$ cat src/rtl/mem_defs.svh
`ifndef MEM_DEFS_SVH
`define MEM_DEFS_SVH

// Boot region field of a fetch address
`define BMEM_SEL_ADDR_HIGH  31
`define BMEM_SEL_ADDR_LOW   28
`define BMEM_ADDR_MATCH     4'h1

// Main memory, word addressed
`define DMEM_DEPTH_WORDS    1024
`define DMEM_ADDR_BITS      10

// Boot memory
`define BMEM_DEPTH_WORDS    64
`define BMEM_ADDR_BITS      6

// Cache geometry, single-word lines
`define CACHE_INDEX_BITS    4
`define CACHE_TAG_BITS      26

`endif

$ cat src/rtl/mem_pkg.sv
`include "mem_defs.svh"

package mem_pkg;

    // Same 32-bit word, read plain or split for cache lookup
    typedef struct packed {
        logic [`CACHE_TAG_BITS-1:0]   tag;
        logic [`CACHE_INDEX_BITS-1:0] index;
        logic [1:0]                   offset;  // Byte within word
    } cache_addr_s;

    typedef union packed {
        logic [31:0] word;
        cache_addr_s cache;
    } mem_addr_u;

    typedef struct packed {
        logic [31:0] addr;
        logic        req;
    } type_if2icache_s;

    typedef struct packed {
        logic [31:0] r_data;
        logic        ack;
    } type_icache2if_s;

    typedef struct packed {
        logic [31:0] addr;
        logic        req;
    } type_icache2imem_s;

    typedef struct packed {
        logic [31:0] r_data;
        logic        ack;
    } type_imem2icache_s;

    // Wishbone classic master side
    typedef struct packed {
        logic [31:0] addr;
        logic [31:0] w_data;
        logic [3:0]  sel_byte;
        logic        w_en;
        logic        cyc;
        logic        stb;
    } type_dbus2peri_s;

    typedef struct packed {
        logic [31:0] r_data;
        logic        ack;
    } type_peri2dbus_s;

    typedef struct packed {
        logic [31:0] paddr;
        logic        r_req;
    } type_mmu2dmem_s;

    typedef struct packed {
        logic [31:0] r_data;
        logic        r_valid;
    } type_dmem2mmu_s;

    typedef struct packed {
        logic [31:0] addr;
        logic [31:0] w_data;
        logic [3:0]  sel_byte;
        logic        w_en;
        logic        req;
    } type_lsummu2dcache_s;

    typedef struct packed {
        logic [31:0] r_data;
        logic        ack;
    } type_dcache2lsummu_s;

    typedef struct packed {
        logic [31:0] addr;
        logic [31:0] w_data;
        logic [3:0]  sel_byte;
        logic        w_en;
        logic        req;
    } type_dcache2dmem_s;

    typedef struct packed {
        logic [31:0] r_data;
        logic        ack;
    } type_dmem2dcache_s;

    typedef enum logic [1:0] {
        DMEM_IDLE,
        DMEM_LSU,
        DMEM_MMU
    } type_dmem_bus_states_e;

    // Lookup, memory wait and respond, shared by both caches
    typedef enum logic [1:0] {
        CACHE_IDLE,
        CACHE_MEM,
        CACHE_RESP
    } type_cache_states_e;

endpackage : mem_pkg

$ cat src/rtl/icache.sv
`timescale 1ns/1ps
`include "mem_defs.svh"

module icache (
    input  logic                       clk,
    input  logic                       rst_n,
    input  mem_pkg::type_if2icache_s   if2icache_i,
    input  logic                       boot_hit_i,
    output mem_pkg::type_icache2if_s   icache2if_o,
    input  mem_pkg::type_imem2icache_s imem2icache_i,
    output mem_pkg::type_icache2imem_s icache2imem_o
);
    import mem_pkg::*;

    type_cache_states_e                state_q;
    logic [2**`CACHE_INDEX_BITS-1:0]   valid_q;
    logic [`CACHE_TAG_BITS-1:0]        tag_q  [2**`CACHE_INDEX_BITS];
    logic [31:0]                       data_q [2**`CACHE_INDEX_BITS];
    logic [31:0]                       addr_q;     // Address of the pending miss
    logic [31:0]                       rdata_q;
    mem_addr_u                         in_addr;
    mem_addr_u                         miss_addr;
    logic                              in_hit;
    logic                              accept;

    assign in_addr.word   = if2icache_i.addr;
    assign miss_addr.word = addr_q;
    assign in_hit = valid_q[in_addr.cache.index]
                    && (tag_q[in_addr.cache.index] == in_addr.cache.tag);
    // Boot fetches belong to the boot memory
    assign accept = (state_q == CACHE_IDLE) & if2icache_i.req & ~boot_hit_i;

    always_ff @(posedge clk) begin
        if (!rst_n) begin
            state_q <= CACHE_IDLE;
            valid_q <= '0;
        end else begin
            case (state_q)
                CACHE_IDLE: if (accept) state_q <= in_hit ? CACHE_RESP : CACHE_MEM;
                CACHE_MEM: begin
                    if (imem2icache_i.ack) begin
                        valid_q[miss_addr.cache.index] <= 1'b1;
                        state_q <= CACHE_RESP;
                    end
                end
                CACHE_RESP: state_q <= CACHE_IDLE;  // Ack pulse
                default:    state_q <= CACHE_IDLE;
            endcase
        end
    end

    always_ff @(posedge clk) begin
        if (accept) begin
            addr_q  <= if2icache_i.addr;
            rdata_q <= data_q[in_addr.cache.index];
        end
        if ((state_q == CACHE_MEM) && imem2icache_i.ack) begin  // Line refill
            tag_q[miss_addr.cache.index]  <= miss_addr.cache.tag;
            data_q[miss_addr.cache.index] <= imem2icache_i.r_data;
            rdata_q <= imem2icache_i.r_data;
        end
    end

    assign icache2imem_o.addr  = addr_q;
    assign icache2imem_o.req   = (state_q == CACHE_MEM);
    assign icache2if_o.r_data  = rdata_q;
    assign icache2if_o.ack     = (state_q == CACHE_RESP);

endmodule : icache

$ cat config.mk
export PLATFORM = sky130hd
export DESIGN_NAME = icache
export DESIGN_NICKNAME = d
export VERILOG_FILES = /design/src/rtl/mem_pkg.sv /design/src/rtl/icache.sv
export VERILOG_INCLUDE_DIRS = /design/src /design/src/rtl
export SDC_FILE = /design/constraint.sdc
export NUM_CORES = 1
export LEC_CHECK = 0
export ABC_AREA = 1
export BUFFER_PORTS_ARGS = -buffer_cell sky130_fd_sc_hd__buf_2
export CORE_UTILIZATION = 55
export CTS_BUF_LIST = sky130_fd_sc_hd__clkbuf_16
export CTS_CLUSTER_DIAMETER = 80
export CTS_CLUSTER_SIZE = 30
export DETAILED_ROUTE_END_ITERATION = 10
export HOLD_SLACK_MARGIN = 0.15
export MAX_ROUTING_LAYER = met4
export PLACE_DENSITY = 0.77
export SYNTH_ARGS = -nofsm -noshare
export SYNTH_HDL_FRONTEND = slang
export SYNTH_SLANG_ARGS = --single-unit
$ cat constraint.sdc
create_clock -name clk -period 6.9 [get_ports clk]
set_clock_uncertainty 0.2 [all_clocks]
set_input_delay 1.38 -clock clk [delete_from_list [all_inputs] [get_ports clk]]
set_output_delay 1.38 -clock clk [all_outputs]
set_load 0.005 [all_outputs]
Word level (Yosys, flattened, before mapping)
Memory sizes are Yosys's and may differ from the RTL's. Cells that the tools add are included.

Magnitude comparators: 3. Multiply operators: 0. Equal/unequal tests: 5. Divide/modulo/power cells: 0. Add/subtract/negate cells: 0. Muxes and demuxes: 12. Reduce and logical (&&, ||, !) cells: 7. Bitwise gates (word level): 4. Shift operators: 0.

Operators by type and width (count): $mux 32 (2); $eq 26x26->1 (1); $or 16x16->16 (1); $lt 4x5->1 const B (2); $mux 2 (3); $bmux 1 s4 (1); $demux 1 s4 (1); $ge 4x1->1 const B (1); $mux 1 (4); $ne 2x2->1 const B (2); $pmux 2 s2 (1); $reduce_and 2->1 (2); $logic_and 1x1->1 (3); $and 1x1->1 (2); $eq 2x1->1 const B (1); $eq 2x2->1 const B (1); $logic_not 2->1 (1); $reduce_bool 2->1 (1); $not 1->1 (1).

Memory bits (writable): 928. Register bits: 82. Logic and storage cells: 37. Latch bits: 0. Bits of input ports: 69. Output and inout port bits: 66. ROM bits: 0. Memories: 2.

Memory list: data_q (words 16, bits a word 32, read ports 1, clocked after Yosys merged registers in 0, wr ports 1, line icache.sv:18) `` logic [31:0] data_q [2**`CACHE_INDEX_BITS]; ``; tag_q (words 16, bits a word 26, read ports 1, clocked after Yosys merged registers in 0, wr ports 1, line icache.sv:17) `` logic [`CACHE_TAG_BITS-1:0] tag_q [2**`CACHE_INDEX_BITS]; ``.

Longest topological paths before layout
Word-level depth: 6. Depth in mapped cells: 19. Depth with buffers taken out: 16.

Worst setup path after synthesis
OpenSTA, ideal clock, no wires.

Path type: in2reg. Start point: input if2icache_i[0] (netlist bit). End point: register rdata_q[0], enable pin. Required time: 6.310 ns. Path buffers: 0. Library setup time: 0.390 ns. Stages: 4. Arrival: 5.714 ns. Setup slack: 0.596 ns. Cells stage by stage: inv_1 > nor4_1 > inv_1 > nand2_1.

Longest elaborated chain between the ends: 3.

RTL lines: from (decl) (line icache.sv:7) `input mem_pkg::type_if2icache_s if2icache_i,`; $and 1x1->1 (2 in a row) (line icache.sv:31) `assign accept = (state_q == CACHE_IDLE) & if2icache_i.req & ~boot_hit_i;`; via accept (line icache.sv:24) `logic accept;`; $reduce_bool 2->1 (no source line); to (signal assigned) (line icache.sv:55) `rdata_q <= data_q[in_addr.cache.index];`; to (signal assigned) (line icache.sv:60) `rdata_q <= imem2icache_i.r_data;`; to (decl) (line icache.sv:20) `logic [31:0] rdata_q;`.

The timed path passes the listed nets, and every way through them passes these cells. A chain may end at the register's enable or synchronous reset.

Worst setup path in the final report
Start point: input if2icache_i[3] (netlist bit). End point: register state_q[0].

Longest elaborated chain between the ends: 6. Elaborated cells between the ends (all ways): 8. Classes of those cells: eq/ne: 1; mux: 5; reduce/logical: 1; memory: 1.

RTL lines: $mem_v2 16x26 or $bmux 1 s4 (tied branches); $eq 26x26->1 or $mux 1 (tied branches) (line icache.sv:29, icache.sv:28); $logic_and 1x1->1 (*) (line icache.sv:29) `&& (tag_q[in_addr.cache.index] == in_addr.cache.tag);`; $mux 2 (*) (2 in a row) (line icache.sv:39) `CACHE_IDLE: if (accept) state_q <= in_hit ? CACHE_RESP : CACHE_MEM;`; $pmux 2 s2 (*) (line icache.sv:38) `case (state_q)`; to (signal assigned) (line icache.sv:39); to (decl) (line icache.sv:15) `type_cache_states_e state_q;`.

Every way passes the cells marked *; elsewhere a longest branch is shown, timed or not. The select of a mux whose other input is x is not followed.

==> impl_metrics.tcl <==
set metrics [dict create \
    rsz0062_at_grt "no" \
    insertion_delay_ps 610 \
    place_congestion 0.7876 \
    yosysSeqAreaShare_pct 74.46 \
    crit_required_ps 7180 \
    synth_top_area_share_pct 73.57 \
    io_pins 135 \
    timing.critical_path.from_type "primary input" \
    cts.sinks 1010 \
    hp-class "reg2reg" \
    power.leakage_uw 0.01518 \
    critPathMaxFanout 147 \
    clock_path_buffers 3 \
    min_from "valid_q[11]$_SDFFE_PN0P_" \
    synth_compound_area_share_pct 7.290 \
    peakVddDrop_mv 0.1950 \
    run_status "finished clean" \
    hold_viol 0 \
    vias 25810 \
    reg2reg_from "state_q[0]$_SDFFE_PN0P_" \
    synthMuxAreaShare_pct 0 \
    grt_pass1_wl_um 145200 \
    dr.pass1.iters 6 \
    core_mm2 0.07296 \
    yosys_warnings 0 \
    cp.arrival_ps 4530 \
    grt_antenna_before_repair 7 \
    cp-startpoint "if2icache_i[3]" \
    ys_ff_latch 1010 \
    syn-num-nets 3349 \
    cts_buffers 40 \
    grt.total_usage_pct 26.61 \
    criticalPathCategory "in2reg" \
    portBuffers 134 \
    row_count 99 \
    die-width_um 273.3 \
    fmax_ghz 0.2355 \
    syn_avg_cell_area_um2 12.34 \
    post-route-period-util_pct 61.54 \
    synth.distinct_cells 28 \
    synthTopCellsByArea "edfxtp_1 (74%), nand2_1 (5.8%), nor2_1 (4.2%)" \
    grt_max_degree 214 \
    yosys.area_share.simple_pct 13.91 \
    grt_overflow 0 \
    cts_tree "yes" \
    end_kind "flip-flop" \
    ys.flop_type "edfxtp_1" \
    cts.clk_slew.worst_paths_ps 110 \
    slew_violations 0 \
    wl_per_cell_um 22.74 \
    dpl_cell_area_mm2 0.04191 \
    tightest_slew_ps 1230 \
    cts_resized 0 \
    timing.slew.headroom_pct 18.00 \
    setup_viol 0 \
    synth_top_cell_by_area "edfxtp_1" \
    htreeDepth 2 \
    fp.dieH_um 273.3 \
    drtIter0Drc 3344 \
    period_minus_slack_ps 4246 \
    start_util_pct 55.50 \
    vias_per_cell 6.027 \
    drv_cap 0 \
    fin_nets 3362 \
    postRouteWirelength_um 97390 \
    synth_top_family_by_area "simple AND/OR/NAND/NOR gates" \
    cts-root-buf "clkbuf_16" \
    cts_hold_buf 0 \
    grt_pass1_vias 24400 \
    synth_fa_ha_area_share_pct 0 \
    drc 0 \
    synthXorXnorAreaFrac_pct 0 \
    holdWs_ps 282.9 \
    synthCells 3280 \
    post_route_cells_drive_above_1_share_pct 7.358 \
    powerDensity_mw_per_mm2 239.8 \
    synth_edf_count 992 \
    drtAntennaViolNets 0 \
    hpwl_um 48450 \
    synthArstFlopShare_pct 0 \
    post_cts_buffers 0 \
    postLayoutCellArea_mm2 0.04309 \
    area_growth_pct 6.412 \
    synthesis.area_mm2 0.04049 \
    finalSetupTns_ps 0 \
    dieArea_mm2 0.07470 \
]
where the power goes:
part	leakage (uW)	switching [uW]	internal (uW)
Sequential	0.00909	38.5	6760
Clock	0.000640	1770	1110
Combinational	0.00546	465	180
cells by family (layout without fill, tap and decap cells):
family,after synthesis,in the layout
AND/OR/NAND/NOR,1390,1390
other,0,8
buffers and inverters,391,427
AO/OA/AOI/OAI,489,489
flip-flops,1010,1010
metrics by stage:
| step | utilization [%] | cells | power [uW] | worst slack (ps) |
|---|---|---|---|---|
| after global placement | 57.45 | 4210 | 7558 | 2187 |
| after CTS | 59.03 | 4275 | 10340 | 2790 |
| after floorplan | - | 3280 | 7335 | 596.0 |
| after global routing | 59.05 | 4282 | 10610 | 2490 |
| final | 59.05 | 4283 | 10330 | 2654 |
| after detailed placement | 57.45 | 4210 | 7577 | 2147 |
flip-flops by register name (all words and copies together) (netlist names):
signal / cells
rdata_q: 32
state_q: 2
valid_q: 16
tag_q: 416
data_q: 512
addr_q: 32
worst max-delay path: stages:
cell      delay, ps
buf_8           450
clkinv_8        570
buf_12          490
nor2_1          140
nor2_1           50
o21ai_1         100
nand3_1         100
nand3_1         170
nand2_1          90
nand2_1          70
nand2_1          70
nor2_1          100
nand3_1         200
o21bai_1        200
a21oi_1          80
synthesized netlist by cell type, types with 18 or more instances:
cell / count
edfxtp_1: 992
nand2_1: 626
nor2_1: 449
nand3_1: 302
o21ai_0: 281
inv_1: 186
o221ai_1: 101
clkbuf_1: 88
buf_2: 54
a31oi_1: 32
o22ai_1: 27
o21ai_1: 24
buf_4: 22
buf_1: 20
buf_6: 18
dfxtp_1: 18
o211ai_1: 18
layout make-up:
class	count	area (um2)
Antenna cell	8	20.02
Clock buffer	41	1026
Clock inverter	24	126.4
Fill cell	5423	29870
Inverter	189	734.5
Multi-Input combinational cell	1879	8716
Sequential cell	1010	30150
Tap cell	959	1200
Timing Repair Buffer	173	1114
layout by cell type (no fill, tap or decap), drive strengths merged:
master / netlist / final
o21bai: 1 / 1
a21oi: 4 / 4
o21ai: 305 / 305
a31oi: 32 / 32
nand2: 626 / 626
clkinv: 1 / 2
nand3: 302 / 302
or2: 6 / 6
dfxtp: 18 / 18
buf: 114 / 173
clkbuf: 88 / 41
nor4: 1 / 1
nor2: 449 / 449
o22ai: 27 / 27
o211ai: 18 / 18
nor3: 1 / 1
nand3b: 5 / 5
o2111ai: 1 / 1
inv: 188 / 211
edfxtp: 992 / 992
diode: 0 / 8
o221ai: 101 / 101
metal layers:
| layer | vias to the layer above | track usage, % | wire length, um |
|---|---|---|---|
| li1 | 11620 | - | - |
| met1 | 12640 | 35.36 | 38240 |
| met2 | 1377 | 42.73 | 47290 |
| met3 | 172 | 3.544 | 9214 |
| met4 | 0 | 8.645 | 2637 |
| met5 | - | - | 0 |
worst paths after layout:
path                              endpoint  slack [ps]  cells after the start
setup / recovery   state_q[0]$_SDFFE_PN0P_        2650                     15
hold / removal    valid_q[11]$_SDFFE_PN0P_         280                      2
setup reg to reg   data_q[0][20]$_DFFE_PP_        2940                      7
hold reg to reg   valid_q[11]$_SDFFE_PN0P_         280                      2
Power figures use the tool's default switching activity.
