**src/rtl/mem_defs.svh**
```systemverilog
`ifndef MEM_DEFS_SVH
`define MEM_DEFS_SVH

// Boot region field of a fetch address
`define BMEM_SEL_ADDR_HIGH  31
`define BMEM_SEL_ADDR_LOW   28
`define BMEM_ADDR_MATCH     4'h1

// Main memory, word addressed
`define DMEM_DEPTH_WORDS    1024
`define DMEM_ADDR_BITS      10

// Boot memory
`define BMEM_DEPTH_WORDS    64
`define BMEM_ADDR_BITS      6

// Cache geometry, single-word lines
`define CACHE_INDEX_BITS    4
`define CACHE_TAG_BITS      26

`endif

```
**src/rtl/mem_pkg.sv**
```systemverilog
`include "mem_defs.svh"

package mem_pkg;

    // Same 32-bit word, read plain or split for cache lookup
    typedef struct packed {
        logic [`CACHE_TAG_BITS-1:0]   tag;
        logic [`CACHE_INDEX_BITS-1:0] index;
        logic [1:0]                   offset;  // Byte within word
    } cache_addr_s;

    typedef union packed {
        logic [31:0] word;
        cache_addr_s cache;
    } mem_addr_u;

    typedef struct packed {
        logic [31:0] addr;
        logic        req;
    } type_if2icache_s;

    typedef struct packed {
        logic [31:0] r_data;
        logic        ack;
    } type_icache2if_s;

    typedef struct packed {
        logic [31:0] addr;
        logic        req;
    } type_icache2imem_s;

    typedef struct packed {
        logic [31:0] r_data;
        logic        ack;
    } type_imem2icache_s;

    // Wishbone classic master side
    typedef struct packed {
        logic [31:0] addr;
        logic [31:0] w_data;
        logic [3:0]  sel_byte;
        logic        w_en;
        logic        cyc;
        logic        stb;
    } type_dbus2peri_s;

    typedef struct packed {
        logic [31:0] r_data;
        logic        ack;
    } type_peri2dbus_s;

    typedef struct packed {
        logic [31:0] paddr;
        logic        r_req;
    } type_mmu2dmem_s;

    typedef struct packed {
        logic [31:0] r_data;
        logic        r_valid;
    } type_dmem2mmu_s;

    typedef struct packed {
        logic [31:0] addr;
        logic [31:0] w_data;
        logic [3:0]  sel_byte;
        logic        w_en;
        logic        req;
    } type_lsummu2dcache_s;

    typedef struct packed {
        logic [31:0] r_data;
        logic        ack;
    } type_dcache2lsummu_s;

    typedef struct packed {
        logic [31:0] addr;
        logic [31:0] w_data;
        logic [3:0]  sel_byte;
        logic        w_en;
        logic        req;
    } type_dcache2dmem_s;

    typedef struct packed {
        logic [31:0] r_data;
        logic        ack;
    } type_dmem2dcache_s;

    typedef enum logic [1:0] {
        DMEM_IDLE,
        DMEM_LSU,
        DMEM_MMU
    } type_dmem_bus_states_e;

    // Lookup, memory wait and respond, shared by both caches
    typedef enum logic [1:0] {
        CACHE_IDLE,
        CACHE_MEM,
        CACHE_RESP
    } type_cache_states_e;

endpackage : mem_pkg

```
**src/rtl/dmem_arbiter.sv**
```systemverilog
`timescale 1ns/1ps

module dmem_arbiter (
    input  logic                         clk,
    input  logic                         rst_n,
    input  mem_pkg::type_dbus2peri_s     dbus_i,
    input  logic                         dmem_sel_i,
    input  mem_pkg::type_mmu2dmem_s      mmu_i,
    input  mem_pkg::type_dcache2lsummu_s dcache_rsp_i,
    output mem_pkg::type_lsummu2dcache_s dcache_req_o,
    output mem_pkg::type_peri2dbus_s     dbus_o,
    output mem_pkg::type_dmem2mmu_s      mmu_o
);
    import mem_pkg::*;

    type_dmem_bus_states_e state_q, state_d;
    type_lsummu2dcache_s   lsu_fwd;
    type_lsummu2dcache_s   mmu_fwd;
    logic                  lsu_valid;

    assign lsu_valid = dmem_sel_i & dbus_i.cyc & dbus_i.stb;  // Valid Wishbone cycle

    always_comb begin
        lsu_fwd.addr     = dbus_i.addr;
        lsu_fwd.w_data   = dbus_i.w_data;
        lsu_fwd.sel_byte = dbus_i.sel_byte;
        lsu_fwd.w_en     = dbus_i.w_en;
        lsu_fwd.req      = lsu_valid;
        // Walker only reads
        mmu_fwd.addr     = mmu_i.paddr;
        mmu_fwd.w_data   = '0;
        mmu_fwd.sel_byte = '0;
        mmu_fwd.w_en     = 1'b0;
        mmu_fwd.req      = mmu_i.r_req;
    end

    always_comb begin
        state_d      = state_q;
        dcache_req_o = '0;
        dbus_o       = '0;
        mmu_o        = '0;
        case (state_q)
            DMEM_IDLE: begin
                if (lsu_valid) begin  // LSU wins a tie
                    dcache_req_o = lsu_fwd;
                    state_d      = DMEM_LSU;
                end else if (mmu_i.r_req) begin
                    dcache_req_o = mmu_fwd;
                    state_d      = DMEM_MMU;
                end
            end
            DMEM_LSU: begin
                dcache_req_o = lsu_fwd;
                if (dcache_rsp_i.ack) begin
                    dbus_o.r_data = dcache_rsp_i.r_data;
                    dbus_o.ack    = 1'b1;
                    state_d       = DMEM_IDLE;
                end
            end
            DMEM_MMU: begin
                dcache_req_o = mmu_fwd;
                if (dcache_rsp_i.ack) begin
                    mmu_o.r_data  = dcache_rsp_i.r_data;
                    mmu_o.r_valid = 1'b1;
                    state_d       = DMEM_IDLE;
                end
            end
            default: state_d = DMEM_IDLE;
        endcase
    end

    always_ff @(posedge clk) begin
        if (!rst_n) begin
            state_q <= DMEM_IDLE;
        end else begin
            state_q <= state_d;
        end
    end

endmodule : dmem_arbiter

```
**config.mk**
```make
export PLATFORM = sky130hd
export DESIGN_NAME = dmem_arbiter
export DESIGN_NICKNAME = d
export VERILOG_FILES = /design/src/rtl/mem_pkg.sv /design/src/rtl/dmem_arbiter.sv
export VERILOG_INCLUDE_DIRS = /design/src /design/src/rtl
export SDC_FILE = /design/constraint.sdc
export NUM_CORES = 1
export LEC_CHECK = 0
export BUFFER_PORTS_ARGS = -buffer_cell sky130_fd_sc_hd__buf_2
export CORE_AREA = 2 2 106 108
export CTS_CLUSTER_DIAMETER = 150
export CTS_CLUSTER_SIZE = 40
export DETAILED_ROUTE_END_ITERATION = 7
export DIE_AREA = 0 0 108 110
export GPL_TIMING_DRIVEN = 0
export HOLD_SLACK_MARGIN = 0.06
export SYNTH_ARGS = -nofsm -noshare
export SYNTH_HDL_FRONTEND = slang
export SYNTH_SLANG_ARGS = --single-unit
```
**constraint.sdc**
```tcl
create_clock -name clk -period 1.78 [get_ports clk]
set_clock_uncertainty 0.2 [all_clocks]
set_input_delay 0.178 -clock clk [delete_from_list [all_inputs] [get_ports clk]]
set_output_delay 0.178 -clock clk [all_outputs]
set_load 0.02 [all_outputs]
```
After elaboration in Yosys (flattened, before gate mapping)
Index checks and enable logic that the tools add are counted.
{ "totals": {"elab_cells": 20, "in_bits": 140, "out_inout_bits": 136, "reg_bits": 2} }
{ "classes": {"n_eq_ne": 4, "n_reduce_logical": 3, "bitwise_logic": 2, "muxes": 10} }
{ "op_table": {"columns": ["op", "count"], "rows": [
  ["case mux 70 bit (3 select lines)", 1],
  ["2-to-1 mux 70 bit", 2],
  ["2-to-1 mux 33 bit", 3],
  ["2-to-1 mux 2 bit", 3],
  ["case mux 2 bit (2 select lines)", 1],
  ["inequality test 3 bit, second input constant", 1],
  ["bitwise AND 1 bit", 2],
  ["equality test 2 x 1 -> 1 bit, second input constant", 1],
  ["equality test 2 bit, second input constant", 1],
  ["logical NOT 2 bit", 1],
  ["inequality test 2 x 1 -> 1 bit, second input constant", 1],
  ["AND reduction 2 bit", 1],
  ["OR reduction 2 bit", 1]
]} }

Depth between registers and ports, before layout
{ "depth": {"ltp_word": 4, "mapped_depth": 7, "depth_no_buf": 5} }

Worst setup path after synthesis
No wires, ideal clock.
{ "synth_timing": {"path_kind": "register to output", "start": "reg state_q[0]", "end": "out dcache_req_o[38] in the netlist's numbering", "path_slack_ns": -0.104, "t_required_ns": 1.402, "stages_incl_launch_ff": 7, "arrival_time_ns": 1.506, "n_path_buf": 1, "path_cell_list": "dfxtp_1 -> inv_1 -> ha_1 -> a41oi_2 -> nor2_4 -> buf_2 -> a22o_1"} }
{ "synth_rtl": {"columns": ["item", "line", "source"], "rows": [
  ["start: declaration", "dmem_arbiter.sv:16", "type_dmem_bus_states_e state_q, state_d;"],
  ["start signal: assignment", "dmem_arbiter.sv:76", "state_q <= state_d;"],
  ["end: declaration", "dmem_arbiter.sv:10", "output mem_pkg::type_lsummu2dcache_s dcache_req_o,"]
]} }

==> results.json <==
{
  "post-place-cells": 604,
  "detail_route.iter0.violations": 117,
  "nFillCells": 1091,
  "cts_htree_levels": 1,
  "tritoncts_buffer_count": 3,
  "place_area_um2": 3008,
  "final.setup.worst_slack_ns": -0.3564,
  "antenna_violations_before_repair": 8,
  "layout.area.seq_um2": 47.55,
  "clk_latency_ns": 0.22,
  "setup_repair_after_global_routing_missed_its_margin": "yes",
  "yosys-top-cells-count": "sky130_fd_sc_hd__and3_1, sky130_fd_sc_hd__and2_1, sky130_fd_sc_hd__a22o_1, sky130_fd_sc_hd__clkbuf_1, sky130_fd_sc_hd__ha_1",
  "post_route_cells_drive_above_1_share": 0.7812,
  "power.density_cell_area_nw_per_um2": 432.2,
  "number_of_design_rule_violations_left_after_detail_routing": 0,
  "hold_class": "in -> reg",
  "finalCriticalPeriod_ns": 2.136,
  "combined_area_of_all_synthesized_cells_um2": 1329,
  "post_synth_inst_count": 189,
  "final.period_utilization": 1.200,
  "drv_cap": 0,
  "routed_wl_um": 10550,
  "top_regs": "state_q x2",
  "number_of_buffers_on_the_longest_clock_path": 2,
  "violations": "setup timing",
  "number_of_flip_flops_under_the_largest_register_name": 2,
  "layout.cells.non_filler": 633,
  "drv_slew": 0,
  "post_synth_main_area_contributors": "sky130_fd_sc_hd__and3_1, sky130_fd_sc_hd__a22o_1, sky130_fd_sc_hd__and2_1",
  "die_area_um2": 11880,
  "die_w_um": 108,
  "worst_slew_pin_slew_ns": 0.3842,
  "via_count_of_the_first_global_routing_pass": 2565,
  "floorplan.rows": 38,
  "multi_input_combinational_cell_area_um2": 1466,
  "critical_path.reg2reg.startpoint": "state_q[0]$_SDFFE_PN0P_",
  "crit_arrival_ns": 1.76,
  "ys.flop_type": "sky130_fd_sc_hd__dfxtp_1",
  "critical_path_required_ns": 1.40,
  "grt_start_max_net_pins": 11,
  "total_via_count_in_the_routed_design": 2782,
  "postLayoutCellArea_um2": 4016,
  "synth_seq_cells": 2,
  "i_o_pin_total": 276,
  "finish.net_count": 637,
  "critical_path.startpoint_type": "flop",
  "hold_violations": 0,
  "path_class": "reg -> out",
  "placement.io_buffers": 275,
  "setup_violations": 130,
  "path_clk_slew_ns": 0.03,
  "ys.warnings.count": 0,
  "power.leakage_nw": 2.469,
  "synthMostInstantiatedCell": "sky130_fd_sc_hd__and3_1",
  "async_flop_share": 0,
  "r2r.worst_path.cells": 6,
  "vias_per_cell": 4.395,
  "synth_edf_count": 0,
  "r2r_end": "state_q[0]$_SDFFE_PN0P_",
  "grt_remaining_overflow": 0,
  "placement.setup.worst_slack_ns": -0.3653,
  "grt_util_all_layers": 0.1451,
  "clock_sinks": 2,
  "effective_utilization_at_floorplan": 0.1242,
  "status": "finished, violations left",
  "fmaxAchievable_ghz": 0.4681,
  "power_mw": 1.736,
  "syn-mean-instance-area_um2": 7.031,
  "synth.yosys.seq_area_share": 0.03013,
  "synth.top_cell.area_share": 0.3060,
  "core_region_area_um2": 10700,
  "power.ir.vdd_worst_mv": 0.2047,
  "dominant_cell_type_by_area_after_synthesis": "sky130_fd_sc_hd__and3_1",
  "cts_tree": "yes",
  "first_pass_grt_wire_length_um": 13500,
  "reg2reg_setup_slack_ns": 0.30,
  "mappedNetlistNets": 335,
  "final_antenna_net_count": 0,
  "critical_hold_path_startpoint": "mmu_i[0]",
  "gp_congestion": 0.7682,
  "maxSlewHeadroom": 0.7438,
  "netlist-cell-type-count": 23,
  "clock_root_buffer": "sky130_fd_sc_hd__clkbuf_8",
  "avgRoutedWirePerCell_um": 16.66,
  "place.detailed.hpwl_um": 8565,
  "timing.critical_path.to_type": "output port",
  "crit_fanout": 10,
  "die_y_um": 110,
  "drt_pass1_iterations": 4,
  "largest_register": "state_q",
  "timing.hold.worst_endpoint": "state_q[1]$_SDFFE_PN0P_",
  "layout-area-overhead-vs-synth_pct": 202.3,
  "worstHoldPathCells": 3
}
cells by family after synthesis:
logic type                 after synthesis  share of synthesized area
AOI/OAI and AO/OA                       42                     0.2721
adders and majority gates                6                    0.05650
and+or+nand+nor                        114                     0.5377
DFF                                      2                    0.03013
buffers and inverters                   25                     0.1036
how the worst max path moves through the flow:
stage / start / endpoint / slack [ns] / cells past startpoint
global route: state_q[0]$_SDFFE_PN0P_ / dcache_req_o[5] / -0.41 / 9
detailed placement: state_q[0]$_SDFFE_PN0P_ / dcache_req_o[55] / -0.37 / 7
finish: state_q[0]$_SDFFE_PN0P_ / dcache_req_o[43] / -0.36 / 8
global placement: state_q[1]$_SDFFE_PN0P_ / dcache_req_o[44] / -0.30 / 7
CTS: state_q[0]$_SDFFE_PN0P_ / dcache_req_o[5] / -0.36 / 9
floorplan: state_q[0]$_SDFFE_PN0P_ / dcache_req_o[49] / -0.02 / 6
routing by layer:
metal  track usage  share of wire  vias up
li1              -              -     1302
met1        0.1587           0.37     1292
met2        0.2803           0.54      168
met3       0.03469          0.081       12
met4       0.03571         0.0054        8
met5             0         0.0052        -
critical path, stage by stage (launching register included):
cell and delay [ns]:
sky130_fd_sc_hd__dfxtp_4 0.40, sky130_fd_sc_hd__inv_4 0.06, sky130_fd_sc_hd__ha_2 0.25, sky130_fd_sc_hd__nand2b_4 0.10, sky130_fd_sc_hd__o31ai_4 0.06, sky130_fd_sc_hd__buf_6 0.15, sky130_fd_sc_hd__buf_8 0.15, sky130_fd_sc_hd__a22o_4 0.23
sky130_fd_sc_hd__buf_6 0.13
timing repair:
action	4_1_cts	5_1_grt
pin swaps	41	20
endpoints found under the setup margin	131	132
hold buffers	1	0
resized for setup	152	88
hold endpoints to repair	2	0
gates cloned	3	4
buffers inserted	6	8
report_power, final:
group | total, mW | leakage (nW) | switching, mW | internal [mW]
Sequential | 0.0582 | 0.0178 | 0.00947 | 0.0487
Clock | 0.188 | 0.0216 | 0.0444 | 0.144
Combinational | 1.49 | 2.43 | 0.696 | 0.793
Total | 1.74 | 2.47 | 0.750 | 0.986
area by class of cell:
class / instances / area share
repair buffers: 297 / 0.5146
inverters: 2 / 0.003115
plain buffers: 23 / 0.04891
diodes: 4 / 0.002492
clock buffers: 3 / 0.01028
flip-flops and latches: 2 / 0.01184
well taps: 140 / 0.04361
multi-input cells: 162 / 0.3651
stage by stage:
| step | hold slack, ns | setup TNS [ns] | utilization |
|---|---|---|---|
| after floorplan | 0.1318 | -0.3448 | - |
| after CTS | 0.1132 | -30.94 | 0.3371 |
| final | 0.1457 | -31.26 | 0.3754 |
| after global placement | 0.2437 | -18.16 | 0.2812 |
| after detailed placement | 0.2510 | -24.46 | 0.2812 |
| after global routing | 0.2000 | -40.14 | 0.3752 |
cells in the final DEF (no fill, tap or decap), types with 2 or more instances in the layout:
cell                        count
sky130_fd_sc_hd__buf_8          5
sky130_fd_sc_hd__nor2b_1        2
sky130_fd_sc_hd__clkbuf_1       6
sky130_fd_sc_hd__buf_4         10
sky130_fd_sc_hd__inv_4          2
sky130_fd_sc_hd__dfxtp_4        2
sky130_fd_sc_hd__buf_2        206
sky130_fd_sc_hd__a22o_1        17
sky130_fd_sc_hd__a21oi_1        3
sky130_fd_sc_hd__nand2b_1       2
sky130_fd_sc_hd__a22o_4        14
sky130_fd_sc_hd__clkbuf_8       3
sky130_fd_sc_hd__and2_4        37
sky130_fd_sc_hd__clkbuf_2       5
sky130_fd_sc_hd__nand3_1        2
sky130_fd_sc_hd__clkbuf_16      2
sky130_fd_sc_hd__o21ai_0        2
sky130_fd_sc_hd__ha_4           4
sky130_fd_sc_hd__buf_6         82
sky130_fd_sc_hd__diode_2        4
sky130_fd_sc_hd__and2_1         2
sky130_fd_sc_hd__and3_1        65
No activity file was read; power rests on OpenSTA's default activity.
