[config.mk]
export PLATFORM = sky130hd
export DESIGN_NAME = dcache
export DESIGN_NICKNAME = d
export VERILOG_FILES = /design/src/rtl/mem_pkg.sv /design/src/rtl/dcache.sv
export VERILOG_INCLUDE_DIRS = /design/src /design/src/rtl
export SDC_FILE = /design/constraint.sdc
export NUM_CORES = 1
export LEC_CHECK = 0
export ABC_CLOCK_PERIOD_IN_PS = 8400
export BUFFER_PORTS_ARGS = -buffer_cell sky130_fd_sc_hd__buf_2
export CAP_MARGIN = 10
export CORE_ASPECT_RATIO = 1.25
export CORE_MARGIN = 4
export CORE_UTILIZATION = 50
export DETAILED_ROUTE_END_ITERATION = 10
export PLACE_DENSITY_LB_ADDON = 0.1
export SLEW_MARGIN = 20
export SYNTH_ARGS = -nofsm -noshare
export SYNTH_HDL_FRONTEND = slang
export SYNTH_SLANG_ARGS = --single-unit
[constraint.sdc]
create_clock -name clk -period 8.4 [get_ports clk]
set_input_delay 0.42 -clock clk [delete_from_list [all_inputs] [get_ports clk]]
set_output_delay 0.42 -clock clk [all_outputs]
set_load 0.01 [all_outputs]
[src/rtl/mem_defs.svh]
`ifndef MEM_DEFS_SVH
`define MEM_DEFS_SVH

// Boot region field of a fetch address
`define BMEM_SEL_ADDR_HIGH  31
`define BMEM_SEL_ADDR_LOW   28
`define BMEM_ADDR_MATCH     4'h1

// Main memory, word addressed
`define DMEM_DEPTH_WORDS    1024
`define DMEM_ADDR_BITS      10

// Boot memory
`define BMEM_DEPTH_WORDS    64
`define BMEM_ADDR_BITS      6

// Cache geometry, single-word lines
`define CACHE_INDEX_BITS    4
`define CACHE_TAG_BITS      26

`endif

[src/rtl/mem_pkg.sv]
`include "mem_defs.svh"

package mem_pkg;

    // Same 32-bit word, read plain or split for cache lookup
    typedef struct packed {
        logic [`CACHE_TAG_BITS-1:0]   tag;
        logic [`CACHE_INDEX_BITS-1:0] index;
        logic [1:0]                   offset;  // Byte within word
    } cache_addr_s;

    typedef union packed {
        logic [31:0] word;
        cache_addr_s cache;
    } mem_addr_u;

    typedef struct packed {
        logic [31:0] addr;
        logic        req;
    } type_if2icache_s;

    typedef struct packed {
        logic [31:0] r_data;
        logic        ack;
    } type_icache2if_s;

    typedef struct packed {
        logic [31:0] addr;
        logic        req;
    } type_icache2imem_s;

    typedef struct packed {
        logic [31:0] r_data;
        logic        ack;
    } type_imem2icache_s;

    // Wishbone classic master side
    typedef struct packed {
        logic [31:0] addr;
        logic [31:0] w_data;
        logic [3:0]  sel_byte;
        logic        w_en;
        logic        cyc;
        logic        stb;
    } type_dbus2peri_s;

    typedef struct packed {
        logic [31:0] r_data;
        logic        ack;
    } type_peri2dbus_s;

    typedef struct packed {
        logic [31:0] paddr;
        logic        r_req;
    } type_mmu2dmem_s;

    typedef struct packed {
        logic [31:0] r_data;
        logic        r_valid;
    } type_dmem2mmu_s;

    typedef struct packed {
        logic [31:0] addr;
        logic [31:0] w_data;
        logic [3:0]  sel_byte;
        logic        w_en;
        logic        req;
    } type_lsummu2dcache_s;

    typedef struct packed {
        logic [31:0] r_data;
        logic        ack;
    } type_dcache2lsummu_s;

    typedef struct packed {
        logic [31:0] addr;
        logic [31:0] w_data;
        logic [3:0]  sel_byte;
        logic        w_en;
        logic        req;
    } type_dcache2dmem_s;

    typedef struct packed {
        logic [31:0] r_data;
        logic        ack;
    } type_dmem2dcache_s;

    typedef enum logic [1:0] {
        DMEM_IDLE,
        DMEM_LSU,
        DMEM_MMU
    } type_dmem_bus_states_e;

    // Lookup, memory wait and respond, shared by both caches
    typedef enum logic [1:0] {
        CACHE_IDLE,
        CACHE_MEM,
        CACHE_RESP
    } type_cache_states_e;

endpackage : mem_pkg

[src/rtl/dcache.sv]
`timescale 1ns/1ps
`include "mem_defs.svh"

module dcache (
    input  logic                         clk,
    input  logic                         rst_n,
    input  mem_pkg::type_lsummu2dcache_s lsummu2dcache_i,
    output mem_pkg::type_dcache2lsummu_s dcache2lsummu_o,
    input  mem_pkg::type_dmem2dcache_s   dmem2dcache_i,
    output mem_pkg::type_dcache2dmem_s   dcache2dmem_o,
    input  logic                         flush_i
);
    import mem_pkg::*;

    type_cache_states_e                state_q;
    type_lsummu2dcache_s               req_q;      // Request being served
    logic [31:0]                       rdata_q;
    logic                              flush_q;    // Flush held until idle
    logic [2**`CACHE_INDEX_BITS-1:0]   valid_q;
    logic [`CACHE_TAG_BITS-1:0]        tag_q  [2**`CACHE_INDEX_BITS];
    logic [31:0]                       data_q [2**`CACHE_INDEX_BITS];
    mem_addr_u                         in_addr;
    mem_addr_u                         hold_addr;
    logic                              in_hit, hold_hit;
    logic                              flush_now, accept, mem_done;

    assign in_addr.word   = lsummu2dcache_i.addr;
    assign hold_addr.word = req_q.addr;
    assign in_hit   = valid_q[in_addr.cache.index]
                      && (tag_q[in_addr.cache.index] == in_addr.cache.tag);
    assign hold_hit = valid_q[hold_addr.cache.index]
                      && (tag_q[hold_addr.cache.index] == hold_addr.cache.tag);
    assign flush_now = flush_i | flush_q;
    assign accept    = (state_q == CACHE_IDLE) & lsummu2dcache_i.req & ~flush_now;
    assign mem_done  = (state_q == CACHE_MEM) & dmem2dcache_i.ack;

    always_ff @(posedge clk) begin
        if (!rst_n) begin
            state_q <= CACHE_IDLE;
            flush_q <= 1'b0;
            valid_q <= '0;
        end else begin
            case (state_q)
                CACHE_IDLE: begin
                    if (flush_now) begin  // Request waits a cycle
                        valid_q <= '0;
                        flush_q <= 1'b0;
                    end else if (accept) begin
                        // Writes always go through to memory
                        state_q <= (in_hit && !lsummu2dcache_i.w_en) ? CACHE_RESP : CACHE_MEM;
                    end
                end
                CACHE_MEM: begin
                    flush_q <= flush_q | flush_i;
                    if (dmem2dcache_i.ack) begin
                        if (!req_q.w_en) valid_q[hold_addr.cache.index] <= 1'b1;
                        state_q <= CACHE_RESP;
                    end
                end
                CACHE_RESP: begin
                    flush_q <= flush_q | flush_i;
                    state_q <= CACHE_IDLE;
                end
                default: state_q <= CACHE_IDLE;
            endcase
        end
    end

    always_ff @(posedge clk) begin
        if (accept) begin
            req_q   <= lsummu2dcache_i;
            rdata_q <= data_q[in_addr.cache.index];  // Hit data
        end
        if (mem_done && !req_q.w_en) begin  // Read miss fill
            tag_q[hold_addr.cache.index]  <= hold_addr.cache.tag;
            data_q[hold_addr.cache.index] <= dmem2dcache_i.r_data;
            rdata_q <= dmem2dcache_i.r_data;
        end else if (mem_done && hold_hit) begin
            // Merge enabled bytes into the cached copy
            for (int b = 0; b < 4; b++) begin
                if (req_q.sel_byte[b]) begin
                    data_q[hold_addr.cache.index][8*b +: 8] <= req_q.w_data[8*b +: 8];
                end
            end
        end
    end

    assign dcache2dmem_o.addr     = req_q.addr;
    assign dcache2dmem_o.w_data   = req_q.w_data;
    assign dcache2dmem_o.sel_byte = req_q.sel_byte;
    assign dcache2dmem_o.w_en     = req_q.w_en;
    assign dcache2dmem_o.req      = (state_q == CACHE_MEM);
    assign dcache2lsummu_o.r_data = rdata_q;
    assign dcache2lsummu_o.ack    = (state_q == CACHE_RESP);

endmodule : dcache

# == After elaboration in Yosys (flattened, before gate mapping) ==
# Memories as Yosys holds them, arrays and structs flattened. A register that Yosys moved wholly into a read port is not among the register bits.
# Cells that the tools add are included.
# classes
mux,42
eq_ne,9
n_bitwise,10
order_cmp,3
n_reduce_logical,16
# ops
op,n
2-to-1 mux 32 bit,2
equality test 26 bit,2
2-to-1 mux 16 bit,3
2-to-1 mux 8 bit,4
case mux 16 bit (2 select lines),1
2-to-1 mux 1 bit,22
OR 16 bit,1
"less-than comparator 4 x 5 -> 1 bit, second input constant",2
"!= test 2 bit, second input constant",5
binary-select mux 1 bit (select 4 bit),2
2-to-1 mux 2 bit,4
logical AND 1 bit,6
nonzero test 2 bit,3
OR 1 bit,5
demux 1 bit (select 4 bit),1
"greater-or-equal comparator 4 x 1 -> 1 bit, second input constant",1
2-to-1 mux 4 bit,1
case mux 2 bit (2 select lines),1
AND reduction 4 bit,1
AND 1 bit,3
AND reduction 3 bit,1
"equality test 2 x 1 -> 1 bit, second input constant",1
"equality test 2 bit, second input constant",1
zero test 1 bit,2
5 further kinds,5
# totals
word_cells,90
ff_bits,120
ramBits,928
memories,2
# memory_table
memory,words,word_bits,rd,rd_clocked_by_memory_dff,wr,line_no,source
data_q,16,32,1,0,1,dcache.sv:21,logic [31:0] data_q [2**`CACHE_INDEX_BITS];
tag_q,16,26,2,1,1,dcache.sv:20,logic [`CACHE_TAG_BITS-1:0] tag_q [2**`CACHE_INDEX_BITS];

# == Depth between registers and ports, before layout ==
# Gate-level depths: netlist of the first run.
# logic_depth
ltp_word,8
ltp_mapped,15
mapped_depth_nobuf,9

# == Worst setup path before layout of the first run ==
# No wires, ideal clock.
# synth_path
path_type,register to register
start,register (tool-made name)
end,memory data_q[10][0] (enable)
synth_period_minus_slack_ns,3.856
path_stages_with_launch,12
arrival_ns,3.480
slack_ns,4.544
setup_ns,0.375
path_cell_list,dfxtp_1 -> buf_2 -> buf_2 -> mux4_2 -> mux2i_1 -> mux2_2 -> nor4b_1 -> nand4_1 -> a2111oi_4 -> nand4_1 -> buf_2 -> a21oi_1
# synth_rtl
element,line_no
end: declaration,dcache.sv:21

==> results of run 1 <==
[path summary, 6_finish.rpt]
check	from	to	slack [ps]	depth (start not counted)
hold / removal	flush_i	flush_q$_SDFFE_PN0P_	60	3
setup reg to reg	register	data_q[9][26]$_DFFE_PP_	2470	8
hold reg to reg	valid_q[12]$_SDFFE_PN0P_	valid_q[12]$_SDFFE_PN0P_	500	2
setup / recovery	register	data_q[9][26]$_DFFE_PP_	2470	8
[state kept, by name, indices dropped and copies added (netlist names), named ones only]
register / flops
valid_q: 16
data_q: 512
state_q: 2
tag_q: 416
hold_addr: 32
dcache2dmem_o: 37
flush_q: 1
rdata_q: 32
[critical path: stages (launching register included)]
cell,delay (ps)
dfxtp_4,940
buf_12,480
mux4_2,560
mux2i_1,360
o221ai_1,200
o31ai_1,590
and4b_1,500
nand4_1,770
a21oi_1,1050
[cell usage after synthesis, drive strengths merged, types with 13 or more instances]
cell type,count
edfxtp,1029
mux4,366
mux2i,93
a21oi,80
mux2,75
buf,73
clkbuf,63
nor2,49
xnor2,48
nand2,42
dfxtp,23
inv,19
a22oi,16
a31oi,16
nand4,14
nor2b,14
o21ai,14
nand3,13
[metal layers]
layer,track usage (%),part of all wire [%]
met1,33.0,38
met2,44.6,52
met3,4.34,6.5
met4,8.07,3.3
met5,0,0
[what timing repair did]
item	4_1_cts	5_1_grt
hold endpoints to repair	62	0
hold buffers	62	0
setup endpoints to repair	0	0
setup buffers	0	0
[cell type report]
type                            instances  area [sq um]
Timing Repair Buffer                  311          2010
Antenna cell                            2          5.00
Fill cell                            6619         37500
Inverter                               20          80.1
Clock buffer                          110          2600
Sequential cell                      1052         31400
Clock inverter                         76           836
Multi-Input combinational cell        965         12900
Tap cell                             1178          1470
[power groups by stage]
stage / Clock (mW) / Combinational (mW) / Sequential, mW
6_report: 4.71 / 1.52 / 6.12
5_1_grt: 5.03 / 1.61 / 6.14
3_3_place_gp: 0 / 1.49 / 6.23
4_1_cts: 4.79 / 1.53 / 6.13
3_5_place_dp: 0 / 1.50 / 6.24
2_1_floorplan: 0 / 1.04 / 6.14
[kinds of logic (layout without fill, tap and decap cells)]
logic type               Yosys count  after routing  synth area share (%)
buffers and inverters            156            517                  1.66
other                              0              2                     0
flip-flops                      1052           1052                  69.9
AO/OA/AOI/OAI                    193            193                  2.82
multiplexers                     534            534                  22.3
XOR/XNOR                          60             60                  1.17
adder cells (fa/ha/maj)            3              3                0.0836
AND/OR/NAND/NOR                  175            175                  2.07
[metrics by stage]
step                total power, mW  std cells  area [sq um]  util, %
floorplan                      7.18       2173         44900        -
global placement               7.72       3464         47200     53.2
detailed placement             7.74       3464         47200     53.2
CTS                            12.4       3712         51300     57.7
global route                   12.8       3713         51300     57.8
finish                         12.4       3714         51300     57.8
==> summary.md, run 1 <==
| Metric | Value |
|---|---|
| Via density | 6.33 |
| Worst-skew pair later-pin latency | 670 ps |
| Routed Antenna Nets | 0 |
| CTS resizes | 0 |
| DRT iter0 DRCs | 2266 |
| Pint | 9.33 mW |
| Via count | 23514 |
| Sequential cell area fraction in the yosys report | 69.9% |
| CTS HTree Levels | 3 |
| Largest net degree at the start of global routing | 89 |
| Chip width | 276 um |
| GR Overflow Total | 0 |
| Sink Count | 1052 |
| CP startpoint kind | register |
| Crit Path Category | register to register |
| First-pass GRT wire length | 173000 um |
| Routed WL | 120000 um |
| RSZ-0062 raised after global routing | false |
| FMAX | 169 MHz |
| Root buf cell | clkbuf_16 |
| Worst EP arrival | 6210 ps |
| Period utilization | 70.6% |
| GPL Wtd Cong | 0.876 |
| Rows | 122 |
| NumNets Final | 2560 |
| First-pass DRT Iterations | 6 |
| Commonest cells after routing, fill and taps aside | edfxtp_1 (1029), mux4_2 (366), buf_2 (205) |
| Port buffer count | 208 |
| Leading area contributor after synthesis | edfxtp_1 |
| CTS tree | built |
| Max Transition Viols Final | 0 |
| Async SR Flop Fraction | 0% |
| Residual DRC count | 0 |
| Fraction of layout cells with a size suffix above 1 | 34.7% |
| Worst slew margin | 35.9% |
| Core ar. | 0.0888 sq mm |
| WL per Instance | 32.4 um |
| Commonest non-fill, non-tap cell in the layout | edfxtp_1 |
| Syn_area_per_cell | 20.7 sq um |
| Top_reg_cell synth | edfxtp_1 |
| Half-perimeter wire length after placement | 75000 um |
| Maxcap violations | 0 |
| Synth Net Count | 2282 |
| Height of the die | 343 um |
| Power density over cell area | 241 mW/mm^2 |
| Sw power | 3.03 mW |
| Gate Count Post-Synth | 2173 |
| Worst Hold Class | primary input to register |
| Yosys top cell area share | 68.8% |
| Sw Share | 24.5% |
| Initial antenna violation count | 2 |
| Post-Syn Area | 0.0449 sq mm |
| Worst VDD drop | 192 uV |
| CP Max Fanout | 69 |
| Synthesized flop and latch total | 1052 |
| Final WS setup | 2470 ps |
| Clk pwr share | 38.1% |
| Worst Path Required | 8680 ps |
| Die area | 0.0947 sq mm |
| CTS max path bufs | 3 |
| Initial Util | 50.5% |
| GRT Total Usage | 25.6% |
| Worst Setup End Kind | register |
| Worst Hold Slack | 59.0 ps |
| Final setup fails | 0 |
| Sequential share of power | 49.5% |
| Status | finished, final reports clean |
| Leakage power | 16.4 nW |
| Layout area overhead | 14.3% |
| Worst Tran Pin Value | 961 ps |
| Yosys Warn Count | 0 |
| Number of synthesized flops with an enable pin | 1029 |
| Reg clk slew, reported paths | 60 ps |
| Synth cell types | 69 |
| Final hold vios | 0 |
| CTS Buf Count | 101 |
| Top cells by area, synth | edfxtp_1 (69%), mux4_2 (18%), mux2i_1 (2.1%) |
| I/O pin cnt | 209 |
| Final period demand of the worst path | 5930 ps |
| Combinational group share of total power | 12.3% |
| Final TNS setup | 0 ps |
| Pre-CTS WS | 2520 ps |
| Number of global-route vias before repair | 24585 |
| Fin Clk Skew | 27.9 ps |
(Power assumes the default switching activity.)
==> run 2: changes to the inputs <==
- ABC_CLOCK_PERIOD_IN_PS: 8400 -> 5000
- clock period: 8.4 -> 5 ns (I/O delays scaled with it)
==> summary.md, run 2 (synthesis gave the netlist of run 1 again) <==
| Metric | Value |
|---|---|
| Height of the die | 343 um |
| Worst EP arrival | 5200 ps |
| Top reg by flops | data_q |
| Layout area overhead | 16.5% |
| Die area | 0.0947 sq mm |
| Worst Tran Pin Value | 1110 ps |
| Final setup fails | 0 |
| Sink Count | 1052 |
| Fraction of layout cells with a size suffix above 1 | 36.3% |
| Core ar. | 0.0888 sq mm |
| Via density | 6.25 |
| WL per Instance | 31.5 um |
| Routed Antenna Nets | 0 |
| Power density over cell area | 390 mW/mm^2 |
| WP buf/inv | 2 |
| Worst Hold Class | primary input to register |
| Commonest non-fill, non-tap cell in the layout | edfxtp_1 |
| Max FFs per register | 512 |
| Port buffer count | 208 |
| CTS resizes | 0 |
| Final period demand of the worst path | 4840 ps |
| Maxcap violations | 0 |
| Delay-heaviest family, CP | multiplexers |
| FMAX | 206 MHz |
| Worst-skew pair later-pin latency | 670 ps |
| Max Transition Viols Final | 0 |
| Reg clk slew, reported paths | 60 ps |
| GRT Total Usage | 25.9% |
| DRT iter0 DRCs | 2471 |
| CTS tree | built |
| Worst VDD drop | 324 uV |
| Half-perimeter wire length after placement | 75800 um |
| Setup Buffers After CTS | 0 |
| Busiest metal layer after global routing | met2 |
| CTS Buf Count | 102 |
| Grt met2 use | 45.6% |
| Residual DRC count | 0 |
| CP Max Fanout | 29 |
| Largest net degree at the start of global routing | 100 |
| Crit Path Category | register to register |
| GPL Wtd Cong | 0.890 |
| NumNets Final | 2706 |
| Final TNS setup | 0 ps |
| Rows | 122 |
| Root buf cell | clkbuf_16 |
| Period utilization | 96.9% |
| Initial antenna violation count | 1 |
| Status | finished, final reports clean |
| Final WS setup | 155 ps |
| Chip width | 276 um |
| GR Overflow Total | 0 |
| # fillers | 6599 |
| CTS max path bufs | 3 |
| I/O pin cnt | 209 |
| Hold Buf Count CTS | 100 |
| Met3 GRT Util | 4.36% |
| Fin Clk Skew | 26.7 ps |
| Flop2flop setup slack | 160 ps |
| Number of global-route vias before repair | 25139 |
| CP max-delay cell | dfxtp_4 |
| First-pass DRT Iterations | 6 |
| CP startpoint kind | register |
| Worst Path Required | 5360 ps |
| Slowest stage delay, CP | 780 ps |
| GR Util met1 | 32.8% |
| Via count | 24106 |
| Pre-CTS WS | 216 ps |
| Worst slew margin | 25.8% |
| CTS HTree Levels | 3 |
| Initial Util | 50.5% |
| First-pass GRT wire length | 175000 um |
| Commonest cells after routing, fill and taps aside | edfxtp_1 (1029), mux4_2 (366), buf_2 (205) |
| Worst-path cell chain | buf_12, mux4_2, mux2i_1, a2bb2oi_1, nand4_1, o31ai_1, nand4_2, nor4_4, buf_4, mux2_2 |
| Leakage power | 17.0 nW |
| RSZ-0062 raised after global routing | false |
| Worst Setup End Kind | register |
| Final hold vios | 0 |
| Routed WL | 121000 um |
==> run 2: worst register-to-register path, delay by kind of cell (launching register included) <==
| kind | cells | cell delay [ps] |
|---|---|---|
| muxes | 3 | 1370 |
| and+or+nand+nor | 3 | 1040 |
| buffers and inverters | 2 | 550 |
| DFF | 1 | 780 |
| AOI/OAI and AO/OA | 2 | 790 |
==> run 2: area by class of cell <==
cell class / instances / area (sq um) / area share [%]
flip-flops and latches: 1052 / 31400 / 60.0
inverters: 20 / 80.1 / 0.153
clock inverters: 57 / 523 / 1.00
clock buffers: 128 / 2680 / 5.12
diodes: 1 / 2.50 / 0.00478
well taps: 1178 / 1470 / 2.82
repair buffers: 456 / 3270 / 6.25
multi-input cells: 965 / 12900 / 24.7
==> run 2: final timing paths <==
check,to,cells after the start,startpoint
min,rdata_q[4]$_DFFE_PP_,2,dmem2dcache_i[5]
max reg2reg,data_q[7][26]$_DFFE_PP_,10,register
min reg2reg,valid_q[1]$_SDFFE_PN0P_,2,valid_q[1]$_SDFFE_PN0P_
max,data_q[7][26]$_DFFE_PP_,10,register
==> run 2: through the flow <==
stage	hold slack (ps)	utilization, %	total power [mW]	std cells	instance area (sq um)
floorplan	349	-	12.1	2173	44900
global placement	426	54.1	13.0	3571	48100
detailed placement	428	54.1	13.1	3571	48100
CTS	18.9	58.9	20.6	3856	52300
global route	4.68	58.9	21.1	3856	52300
finish	48.6	58.9	20.4	3857	52300
==> run 2: metal layers <==
metal	wire length [um]	vias to the layer above
li1	-	10078
met1	44900	12755
met2	64000	1043
met3	8310	230
met4	4210	0
met5	0	-
==> run 2: where the power goes <==
part / leakage (nW) / switching, mW / internal, mW
combinational: 6.03 / 1.50 / 1.18
sequential: 9.46 / 0.300 / 9.95
clock: 1.56 / 3.19 / 4.25
total: 17.0 / 5.00 / 15.4
